**src/source/flu_pkg.sv**
```systemverilog
/*
 * Fixed-latency unit package
 * Word width, CSR address width, the operator encoding shared by
 * the ALU, branch, multiplier and CSR paths, and the operand B union
 */

`default_nettype none

package flu_pkg;

    // ----------------------------------------
    // Widths
    // ----------------------------------------
    // Data word width
    localparam int unsigned XLEN          = 32;
    // CSR address field width
    localparam int unsigned CSR_ADDR_BITS = 12;

    // ----------------------------------------
    // Operator encoding
    // ----------------------------------------
    typedef enum logic [4:0] {
        // Arithmetic and logic
        ADD    = 5'd0,
        SUB    = 5'd1,
        AND    = 5'd2,
        OR     = 5'd3,
        XOR    = 5'd4,
        // Shifts
        SLL    = 5'd5,
        SRL    = 5'd6,
        SRA    = 5'd7,
        // Set less than
        SLT    = 5'd8,
        SLTU   = 5'd9,
        // Branch comparisons
        EQ     = 5'd10,
        NE     = 5'd11,
        LTS    = 5'd12,
        GES    = 5'd13,
        LTU    = 5'd14,
        GEU    = 5'd15,
        // Multiplier
        MUL    = 5'd16,
        MULH   = 5'd17,
        MULHU  = 5'd18,
        // CSR access
        CSR_RW = 5'd19
    } fu_op_e;

    // ----------------------------------------
    // Operand B views
    // ----------------------------------------
    // CSR instructions carry the address in the low bits
    typedef struct packed {
        logic [XLEN-CSR_ADDR_BITS-1:0] unused;
        logic [CSR_ADDR_BITS-1:0]      csr_addr;
    } csr_field_t;

    // Same word, seen as data or as a CSR field
    typedef union packed {
        logic [XLEN-1:0] data;
        csr_field_t      csr;
    } operand_u;

endpackage

`default_nettype wire

```
**src/source/flu_alu.sv**
```systemverilog
/*
 * Single-cycle ALU
 * Add, subtract, logic, shifts and set-less-than, plus the
 * comparison result used by the branch unit
 */

`timescale 1ns/1ps
`default_nettype none

module flu_alu import flu_pkg::*; (
    input  fu_op_e          operator_i,
    input  logic [XLEN-1:0] operand_a_i,
    input  operand_u        operand_b_i,
    output logic [XLEN-1:0] result_o,
    output logic            branch_res_o
);

    localparam int unsigned SHAMT_BITS = $clog2(XLEN);

    logic [XLEN-1:0]       b_data;
    logic [XLEN-1:0]       sum;
    logic [XLEN:0]         diff;
    logic [SHAMT_BITS-1:0] shamt;
    logic                  equal;
    logic                  less_u;
    logic                  less_s;

    // ----------------------------------------
    // Shared adder and comparator
    // ----------------------------------------
    assign b_data = operand_b_i.data;
    assign sum    = operand_a_i + b_data;
    // Extra bit catches the unsigned borrow
    assign diff   = {1'b0, operand_a_i} - {1'b0, b_data};
    assign equal  = (diff[XLEN-1:0] == '0);
    assign less_u = diff[XLEN];
    // Differing signs decide directly, otherwise the difference sign
    assign less_s = (operand_a_i[XLEN-1] ^ b_data[XLEN-1]) ? operand_a_i[XLEN-1]
                                                            : diff[XLEN-1];
    // Only the low bits of B move the shifter
    assign shamt  = b_data[SHAMT_BITS-1:0];

    // ----------------------------------------
    // Result select
    // ----------------------------------------
    always_comb begin
        result_o = '0;
        unique case (operator_i)
            ADD:  result_o = sum;
            SUB:  result_o = diff[XLEN-1:0];
            AND:  result_o = operand_a_i & b_data;
            OR:   result_o = operand_a_i | b_data;
            XOR:  result_o = operand_a_i ^ b_data;
            SLL:  result_o = operand_a_i << shamt;
            SRL:  result_o = operand_a_i >> shamt;
            // Arithmetic shift keeps the sign bit
            SRA:  result_o = $unsigned($signed(operand_a_i) >>> shamt);
            SLT:  result_o = {{(XLEN-1){1'b0}}, less_s};
            SLTU: result_o = {{(XLEN-1){1'b0}}, less_u};
            default: result_o = '0;
        endcase
    end

    // Branch condition, low for non-branch operators
    always_comb begin
        branch_res_o = 1'b0;
        unique case (operator_i)
            EQ:  branch_res_o = equal;
            NE:  branch_res_o = ~equal;
            LTS: branch_res_o = less_s;
            GES: branch_res_o = ~less_s;
            LTU: branch_res_o = less_u;
            GEU: branch_res_o = ~less_u;
            default: branch_res_o = 1'b0;
        endcase
    end

endmodule

`default_nettype wire

```
**src/source/flu_branch_unit.sv**
```systemverilog
/*
 * Branch unit
 * Resolves a conditional branch from the ALU comparison and
 * produces target, link address and the mispredict flag
 */

`timescale 1ns/1ps
`default_nettype none

module flu_branch_unit import flu_pkg::*; (
    input  logic            branch_valid_i,
    input  logic            is_compressed_i,
    input  logic            predict_taken_i,
    input  logic [XLEN-1:0] pc_i,
    input  logic [XLEN-1:0] imm_i,
    input  logic            branch_res_i,
    output logic            resolve_o,
    output logic            taken_o,
    output logic            mispredict_o,
    output logic [XLEN-1:0] target_o,
    output logic [XLEN-1:0] link_o
);

    logic [XLEN-1:0] next_pc;
    logic [XLEN-1:0] jump_pc;

    // Compressed instructions are two bytes long
    assign next_pc = pc_i + (is_compressed_i ? XLEN'(2) : XLEN'(4));
    assign jump_pc = pc_i + imm_i;

    // ----------------------------------------
    // Resolution
    // ----------------------------------------
    always_comb begin
        resolve_o    = branch_valid_i;
        taken_o      = branch_valid_i & branch_res_i;
        // Fall through to the next instruction when not taken
        target_o     = taken_o ? jump_pc : next_pc;
        // Return address for the write-back port
        link_o       = next_pc;
        // Predicted direction against the resolved one
        mispredict_o = branch_valid_i & (predict_taken_i != branch_res_i);
    end

endmodule

`default_nettype wire

```
**src/source/flu_csr_buffer.sv**
```systemverilog
/*
 * CSR buffer
 * Holds the address of one pending CSR instruction and blocks
 * further issue until it commits or the pipeline flushes
 */

`timescale 1ns/1ps
`default_nettype none

module flu_csr_buffer import flu_pkg::*; (
    input  logic                     clk_i,
    input  logic                     rst_ni,
    input  logic                     flush_i,
    input  logic                     csr_valid_i,
    input  logic                     csr_commit_i,
    input  logic [XLEN-1:0]          operand_a_i,
    input  operand_u                 operand_b_i,
    output logic                     ready_o,
    output logic [XLEN-1:0]          result_o,
    output logic [CSR_ADDR_BITS-1:0] csr_addr_o
);

    logic                     full_d;
    logic                     full_q;
    logic [CSR_ADDR_BITS-1:0] addr_q;

    // ----------------------------------------
    // Occupancy
    // ----------------------------------------
    always_comb begin
        full_d = full_q;
        if (csr_valid_i) begin
            full_d = 1'b1;
        end
        // Commit or flush empties the entry
        if (csr_commit_i || flush_i) begin
            full_d = 1'b0;
        end
    end

    always_ff @(posedge clk_i or negedge rst_ni) begin
        if (!rst_ni) begin
            full_q <= 1'b0;
        end else begin
            full_q <= full_d;
        end
    end

    // Address captured on issue
    always_ff @(posedge clk_i) begin
        if (csr_valid_i) begin
            addr_q <= operand_b_i.csr.csr_addr;
        end
    end

    assign ready_o    = ~full_q;
    // Write-back value of a CSR op is rs1
    assign result_o   = operand_a_i;
    // Bypass in the issue cycle, held value afterwards
    assign csr_addr_o = csr_valid_i ? operand_b_i.csr.csr_addr : addr_q;

    // Single entry, the issuer must wait for ready
    assert property (@(posedge clk_i) disable iff (!rst_ni)
        full_q |-> !csr_valid_i)
        else $error("CSR issued while buffer full");

endmodule

`default_nettype wire

```
**src/source/flu_mult.sv**
```systemverilog
/*
 * One-cycle multiplier
 * Registers low, signed high or unsigned high product word
 * together with the issuing transaction ID
 */

`timescale 1ns/1ps
`default_nettype none

module flu_mult import flu_pkg::*; #(
    parameter int unsigned TRANS_ID_BITS = 3
) (
    input  logic                     clk_i,
    input  logic                     rst_ni,
    input  logic                     flush_i,
    input  logic                     mult_valid_i,
    input  fu_op_e                   operator_i,
    input  logic [XLEN-1:0]          operand_a_i,
    input  operand_u                 operand_b_i,
    input  logic [TRANS_ID_BITS-1:0] trans_id_i,
    output logic [XLEN-1:0]          result_o,
    output logic                     valid_o,
    output logic [TRANS_ID_BITS-1:0] trans_id_o
);

    logic signed [2*XLEN-1:0] prod_s;
    logic        [2*XLEN-1:0] prod_u;
    logic        [XLEN-1:0]   result_d;
    logic        [XLEN-1:0]   result_q;
    logic [TRANS_ID_BITS-1:0] trans_id_q;
    logic                     valid_q;

    // Full-width products, low word is the same for both
    assign prod_s = $signed(operand_a_i) * $signed(operand_b_i.data);
    assign prod_u = {{XLEN{1'b0}}, operand_a_i} * {{XLEN{1'b0}}, operand_b_i.data};

    always_comb begin
        unique case (operator_i)
            MUL:     result_d = prod_u[XLEN-1:0];
            MULH:    result_d = prod_s[2*XLEN-1:XLEN];
            MULHU:   result_d = prod_u[2*XLEN-1:XLEN];
            default: result_d = '0;
        endcase
    end

    // ----------------------------------------
    // Output stage
    // ----------------------------------------
    always_ff @(posedge clk_i or negedge rst_ni) begin
        if (!rst_ni) begin
            valid_q <= 1'b0;
        end else begin
            // Flush kills the product still in flight
            valid_q <= mult_valid_i & ~flush_i;
        end
    end

    always_ff @(posedge clk_i) begin
        if (mult_valid_i) begin
            result_q   <= result_d;
            trans_id_q <= trans_id_i;
        end
    end

    assign result_o   = result_q;
    assign trans_id_o = trans_id_q;
    // No write-back in a flush cycle
    assign valid_o    = valid_q & ~flush_i;

    // Every unflushed multiply writes back on the next cycle
    assert property (@(posedge clk_i) disable iff (!rst_ni)
        mult_valid_i && !flush_i ##1 !flush_i |-> valid_o)
        else $error("multiply result missing one cycle after issue");

    // Write-back only ever follows an issue
    assert property (@(posedge clk_i) disable iff (!rst_ni)
        valid_o |-> $past(mult_valid_i))
        else $error("multiply write-back without issue");

endmodule

`default_nettype wire

```
**src/source/flu_top.sv**
```systemverilog
/*
 * Fixed-latency unit
 * ALU, branch unit, CSR buffer and multiplier behind one issue
 * port, with a single prioritized write-back port
 */

`timescale 1ns/1ps
`default_nettype none

module flu_top import flu_pkg::*; #(
    parameter int unsigned TRANS_ID_BITS = 3
) (
    input  logic                     clk_i,
    input  logic                     rst_ni,
    input  logic                     flush_i,
    // Issue port
    input  logic                     alu_valid_i,
    input  logic                     branch_valid_i,
    input  logic                     csr_valid_i,
    input  logic                     mult_valid_i,
    input  logic                     csr_commit_i,
    input  logic                     is_compressed_i,
    input  logic                     predict_taken_i,
    input  fu_op_e                   operator_i,
    input  logic [XLEN-1:0]          operand_a_i,
    input  operand_u                 operand_b_i,
    input  logic [XLEN-1:0]          imm_i,
    input  logic [XLEN-1:0]          pc_i,
    input  logic [TRANS_ID_BITS-1:0] trans_id_i,
    // Write-back port
    output logic [XLEN-1:0]          flu_result_o,
    output logic [TRANS_ID_BITS-1:0] flu_trans_id_o,
    output logic                     flu_valid_o,
    output logic                     flu_ready_o,
    // Branch resolution
    output logic                     resolve_branch_o,
    output logic                     branch_taken_o,
    output logic                     mispredict_o,
    output logic [XLEN-1:0]          branch_target_o,
    // CSR
    output logic [CSR_ADDR_BITS-1:0] csr_addr_o
);

    logic                     alu_en;
    fu_op_e                   alu_operator;
    logic [XLEN-1:0]          alu_operand_a;
    operand_u                 alu_operand_b;
    logic [XLEN-1:0]          alu_result;
    logic                     alu_branch_res;
    logic [XLEN-1:0]          branch_link;
    fu_op_e                   mult_operator;
    logic [XLEN-1:0]          mult_operand_a;
    operand_u                 mult_operand_b;
    logic [XLEN-1:0]          mult_result;
    logic                     mult_valid;
    logic [TRANS_ID_BITS-1:0] mult_trans_id;
    logic                     csr_ready;
    logic [XLEN-1:0]          csr_result;

    // ----------------------------------------
    // ALU and branch unit, combinational
    // ----------------------------------------
    // Silence the ALU unless it is in use
    assign alu_en        = alu_valid_i | branch_valid_i;
    assign alu_operator  = alu_en ? operator_i  : ADD;
    assign alu_operand_a = alu_en ? operand_a_i : '0;
    assign alu_operand_b = alu_en ? operand_b_i : '0;

    flu_alu alu_i (
        .operator_i   (alu_operator),
        .operand_a_i  (alu_operand_a),
        .operand_b_i  (alu_operand_b),
        .result_o     (alu_result),
        .branch_res_o (alu_branch_res)
    );

    // Branch resolution on the raw issue fields
    flu_branch_unit branch_unit_i (
        .branch_valid_i  (branch_valid_i),
        .is_compressed_i (is_compressed_i),
        .predict_taken_i (predict_taken_i),
        .pc_i            (pc_i),
        .imm_i           (imm_i),
        .branch_res_i    (alu_branch_res),
        .resolve_o       (resolve_branch_o),
        .taken_o         (branch_taken_o),
        .mispredict_o    (mispredict_o),
        .target_o        (branch_target_o),
        .link_o          (branch_link)
    );

    // ----------------------------------------
    // CSR buffer and multiplier
    // ----------------------------------------
    flu_csr_buffer csr_buffer_i (
        .clk_i        (clk_i),
        .rst_ni       (rst_ni),
        .flush_i      (flush_i),
        .csr_valid_i  (csr_valid_i),
        .csr_commit_i (csr_commit_i),
        .operand_a_i  (operand_a_i),
        .operand_b_i  (operand_b_i),
        .ready_o      (csr_ready),
        .result_o     (csr_result),
        .csr_addr_o   (csr_addr_o)
    );

    // Multiplier inputs stay quiet between issues
    assign mult_operator  = mult_valid_i ? operator_i  : MUL;
    assign mult_operand_a = mult_valid_i ? operand_a_i : '0;
    assign mult_operand_b = mult_valid_i ? operand_b_i : '0;

    flu_mult #(
        .TRANS_ID_BITS (TRANS_ID_BITS)
    ) mult_i (
        .clk_i        (clk_i),
        .rst_ni       (rst_ni),
        .flush_i      (flush_i),
        .mult_valid_i (mult_valid_i),
        .operator_i   (mult_operator),
        .operand_a_i  (mult_operand_a),
        .operand_b_i  (mult_operand_b),
        .trans_id_i   (trans_id_i),
        .result_o     (mult_result),
        .valid_o      (mult_valid),
        .trans_id_o   (mult_trans_id)
    );

    // ----------------------------------------
    // Write-back arbitration
    // ----------------------------------------
    assign flu_valid_o = alu_valid_i | branch_valid_i | csr_valid_i | mult_valid;
    assign flu_ready_o = csr_ready;

    always_comb begin
        // Link address by default
        flu_result_o   = branch_link;
        flu_trans_id_o = trans_id_i;
        if (alu_valid_i) begin
            flu_result_o = alu_result;
        end else if (csr_valid_i) begin
            flu_result_o = csr_result;
        end else if (mult_valid) begin
            // Multiplier returns its own transaction
            flu_result_o   = mult_result;
            flu_trans_id_o = mult_trans_id;
        end
    end

    // Single-cycle ops must not meet a multiply on the write-back port
    assert property (@(posedge clk_i) disable iff (!rst_ni)
        mult_valid_i |=> !(alu_valid_i || branch_valid_i || csr_valid_i))
        else $error("write-back collision with multiplier");

endmodule

`default_nettype wire
```
**config.mk**
```make
export PLATFORM = sky130hd
export DESIGN_NAME = flu_top
export DESIGN_NICKNAME = d
export VERILOG_FILES = /design/src/source/flu_pkg.sv /design/src/source/flu_alu.sv /design/src/source/flu_branch_unit.sv /design/src/source/flu_csr_buffer.sv /design/src/source/flu_mult.sv /design/src/source/flu_top.sv
export SDC_FILE = /design/constraint.sdc
export NUM_CORES = 2
export LEC_CHECK = 0
export BUFFER_PORTS_ARGS = -buffer_cell sky130_fd_sc_hd__buf_2
export CAP_MARGIN = 20
export CORE_UTILIZATION = 35
export CTS_CLUSTER_DIAMETER = 60
export DETAILED_ROUTE_END_ITERATION = 6
export PLACE_DENSITY = 0.54
export SYNTH_ARGS = -nofsm -noshare
export SYNTH_HDL_FRONTEND = slang
export SYNTH_SLANG_ARGS = --single-unit
```
**constraint.sdc**
```tcl
create_clock -name clk_i -period 12.6 [get_ports clk_i]
set_clock_uncertainty 0.1 [all_clocks]
set_input_delay 1.26 -clock clk_i [delete_from_list [all_inputs] [get_ports clk_i]]
set_output_delay 1.26 -clock clk_i [all_outputs]
set_load 0.01 [all_outputs]
```
==> results.yml <==
run_status:
  status: "complete, no violations"
cts:
  htreeDepth: 2
  insertion_delay_ns: 0.37
  root_buffer: "clkbuf_16"
  cts_hold_buf: 0
  clockBufferDepth: 2
  cts_tree: "built"
  clkSinkCount: 49
  clkTransAtPathRegs_ns: 0.10
  cts_resized: 0
  numCtsBuffers: 5
  post_cts_buffers: 0
route:
  final_antenna_net_count: 0
  wl_um: 276000
  drt-initial-drc-count: 5836
  wl_per_cell_um: 27.5
  drcViolationCount: 0
  first_pass_iters: 7
  viasPerCell: 5.62
  vias: 56563
sta:
  period_share: 0.884
  hold_viol_final: 0
  tns_ns: 0
  slew_violations: 0
  max-slew-margin-rel: 0.149
  tightest_slew_ns: 1.26
  rsz0062_at_grt: "false"
  fmax_mhz: 89.8
  period_needed_ns: 11.14
  setup_viol: 0
floorplanning:
  die_w_um: 435
  start_util: 0.353
  core_area_um2: 186000
  row_count: 158
  die_y_um: 435
  pin_count: 230
  dieArea_um2: 189000
logic_synthesis:
  syn_area_um2: 65600
  synthFlopType: "edfxtp_1"
  avgSynthCellArea_um2: 8.59
  async_flop_share: 0.0408
  ys_ff_latch: 49
  synth_edf_count: 35
  synth-seq-area-share: 0.0204
  synth_cell_types: 91
  syn-instance-count: 7636
  syn_nets: 9772
  yosysWarnings: 0
worst_setup_path:
  required_ns: 12.59
  r2r_cells: 1
  path_max_fanout: 105
  rrSetupSlack_ns: 11.82
  cp-start-kind: "input pin"
  worstReg2RegStart: "csr_buffer_i.addr_q[10]$_DFF_P_"
  worstSetupEndpointType: "register"
  worstSetupPathType: "input pin to register"
  worstPathArrival_ns: 11.13
  rr_endpoint: "csr_buffer_i.addr_q[10]$_DFF_P_"
place:
  place_congestion: 1.05
  port_buffers: 229
  hpwl_um: 227000
cells_and_area:
  drive_above_1_share: 0.0646
  areaGrowthSynthToFinish_pct: 6.16
  nNetsFinal: 9710
run:
  maxCapViolCount: 0
worst_hold_path:
  worstHoldEndpoint: "csr_buffer_i.addr_q[2]$_DFF_P_"
  hp-class: "register to register"
  holdPathStages: 1
  min_from: "csr_buffer_i.addr_q[2]$_DFF_P_"
global_route:
  grt_max_degree: 146
  grt_pass1_wl_um: 403000
  grt_util_all_layers: 0.289
  grt_pass1_vias: 57827
  antenna_found_initial: 33
  gr-total-overflow: 0
## routing by layer
metal,vias to the layer above,routed length [um],global-route usage
met5,-,86,0
met1,29372,111000,0.387
met3,498,24500,0.0497
met4,14,13700,0.118
met2,2718,127000,0.462
li1,23961,-,-
## cell usage in the layout (no fill, tap or decap), types with 41 or more instances in the layout
master / synthesis / routed
o21ai_0: 207 / 207
inv_1: 1687 / 1687
nand3_1: 119 / 119
ha_1: 514 / 514
nor2_1: 320 / 319
buf_2: 6 / 229
nor3_1: 60 / 59
nor2b_1: 41 / 41
xor2_1: 78 / 78
a21o_1: 103 / 103
a211oi_1: 79 / 79
buf_4: 1 / 154
a21oi_1: 284 / 284
and2_1: 52 / 52
fa_1: 1476 / 1475
xnor2_1: 105 / 105
and3_1: 535 / 535
o211ai_1: 51 / 51
mux2i_1: 81 / 81
nand2_1: 756 / 754
## Yosys cell counts (24+ instances only)
master	count	area share
a211oi_1	79	0.0090
a21o_1	103	0.012
a21oi_1	284	0.022
a221oi_1	36	0.0048
a22oi_1	24	0.0027
a31oi_1	35	0.0033
and2_1	52	0.0050
and3_1	535	0.051
clkbuf_1	431	0.025
edfxtp_1	35	0.016
fa_1	1476	0.45
ha_1	514	0.098
inv_1	1687	0.097
mux2_2	28	0.0048
mux2i_1	81	0.012
nand2_1	756	0.043
nand2b_1	28	0.0027
nand3_1	119	0.0091
nand4_1	40	0.0038
nor2_1	320	0.018
nor2b_1	41	0.0039
nor3_1	60	0.0046
o211ai_1	51	0.0058
o21ai_0	207	0.016
o21bai_1	34	0.0039
o22ai_1	38	0.0036
xnor2_1	105	0.014
xor2_1	78	0.010
## cell type report
cell class              count  area [um2]
well taps                2480        3100
repair buffers            392        2490
fillers                 19359      116000
multi-input cells        5435       56200
inverters                1691        6350
flip-flops and latches     49        1340
clock buffers               5         125
diodes                      7        17.5
clock inverters             3        33.8
## how the worst max path moves through the flow
stage | startpoint | to | slack, ns
finish | mult_valid_i | mult_i.result_o[31]$_DFFE_PP_ | 1.46
CTS | mult_valid_i | mult_i.result_o[27]$_DFFE_PP_ | 1.50
floorplan | operand_a_i[31] | mult_i.result_o[27]$_DFFE_PP_ | 2.51
global route | mult_valid_i | mult_i.result_o[27]$_DFFE_PP_ | 1.03
detailed placement | mult_valid_i | mult_i.result_o[27]$_DFFE_PP_ | 1.12
global placement | mult_valid_i | mult_i.result_o[27]$_DFFE_PP_ | 1.07
## cells by family (layout without fill, tap and decap cells)
kind of cell    after synthesis  count (layout)  synth area share
fa+ha+maj                  1990            1990             0.549
flops                        49              49            0.0204
other cells                   0               7                 0
compound gates             1089            1089             0.109
buf+inv                    2152            2091             0.124
xor+xnor                    183             183            0.0244
simple gates               2052            2052             0.153
mux                         121             121            0.0210
## per-stage QoR
step / instances / util / hold WS [ns] / setup slack, ns / area, um2
2_1_floorplan: 7636 / - / 0.392 / 2.51 / 65600
4_1_cts: 10055 / 0.375 / 0.391 / 1.50 / 69600
6_report: 10062 / 0.375 / 0.384 / 1.46 / 69600
3_3_place_gp: 10042 / 0.373 / 0.355 / 1.07 / 69400
5_1_grt: 10058 / 0.375 / 0.405 / 1.03 / 69600
3_5_place_dp: 10047 / 0.374 / 0.360 / 1.12 / 69500
## registers in the layout (all words and copies together), names as in the netlist
register,cells
csr_buffer_i.full_q,1
mult_i.result_o,32
mult_i.valid_q,1
mult_i.trans_id_o,3
csr_buffer_i.addr_q,12
## critical path: stages
cell and delay (ns):
buf_8 0.42, buf_4 0.51, and2_1 0.90, nand2_1 0.19
fa_1 0.56, fa_1 0.53, fa_1 0.54, inv_1 0.06
fa_1 0.48, fa_1 0.64, inv_1 0.08, fa_1 0.48
inv_1 0.08, fa_1 0.50, fa_1 0.42, ha_1 0.35
and3_1 0.22, and2_1 0.24, a221o_1 0.41, a311oi_1 0.26
buf_4 0.19, nor4_1 0.05, nor2_1 0.36, o21ai_0 0.25
a221oi_1 0.48, mux2i_1 0.25, o211ai_1 0.12
Power is not shown: default switching activity piles up to over one toggle a cycle in this logic, so the estimate is an artifact.
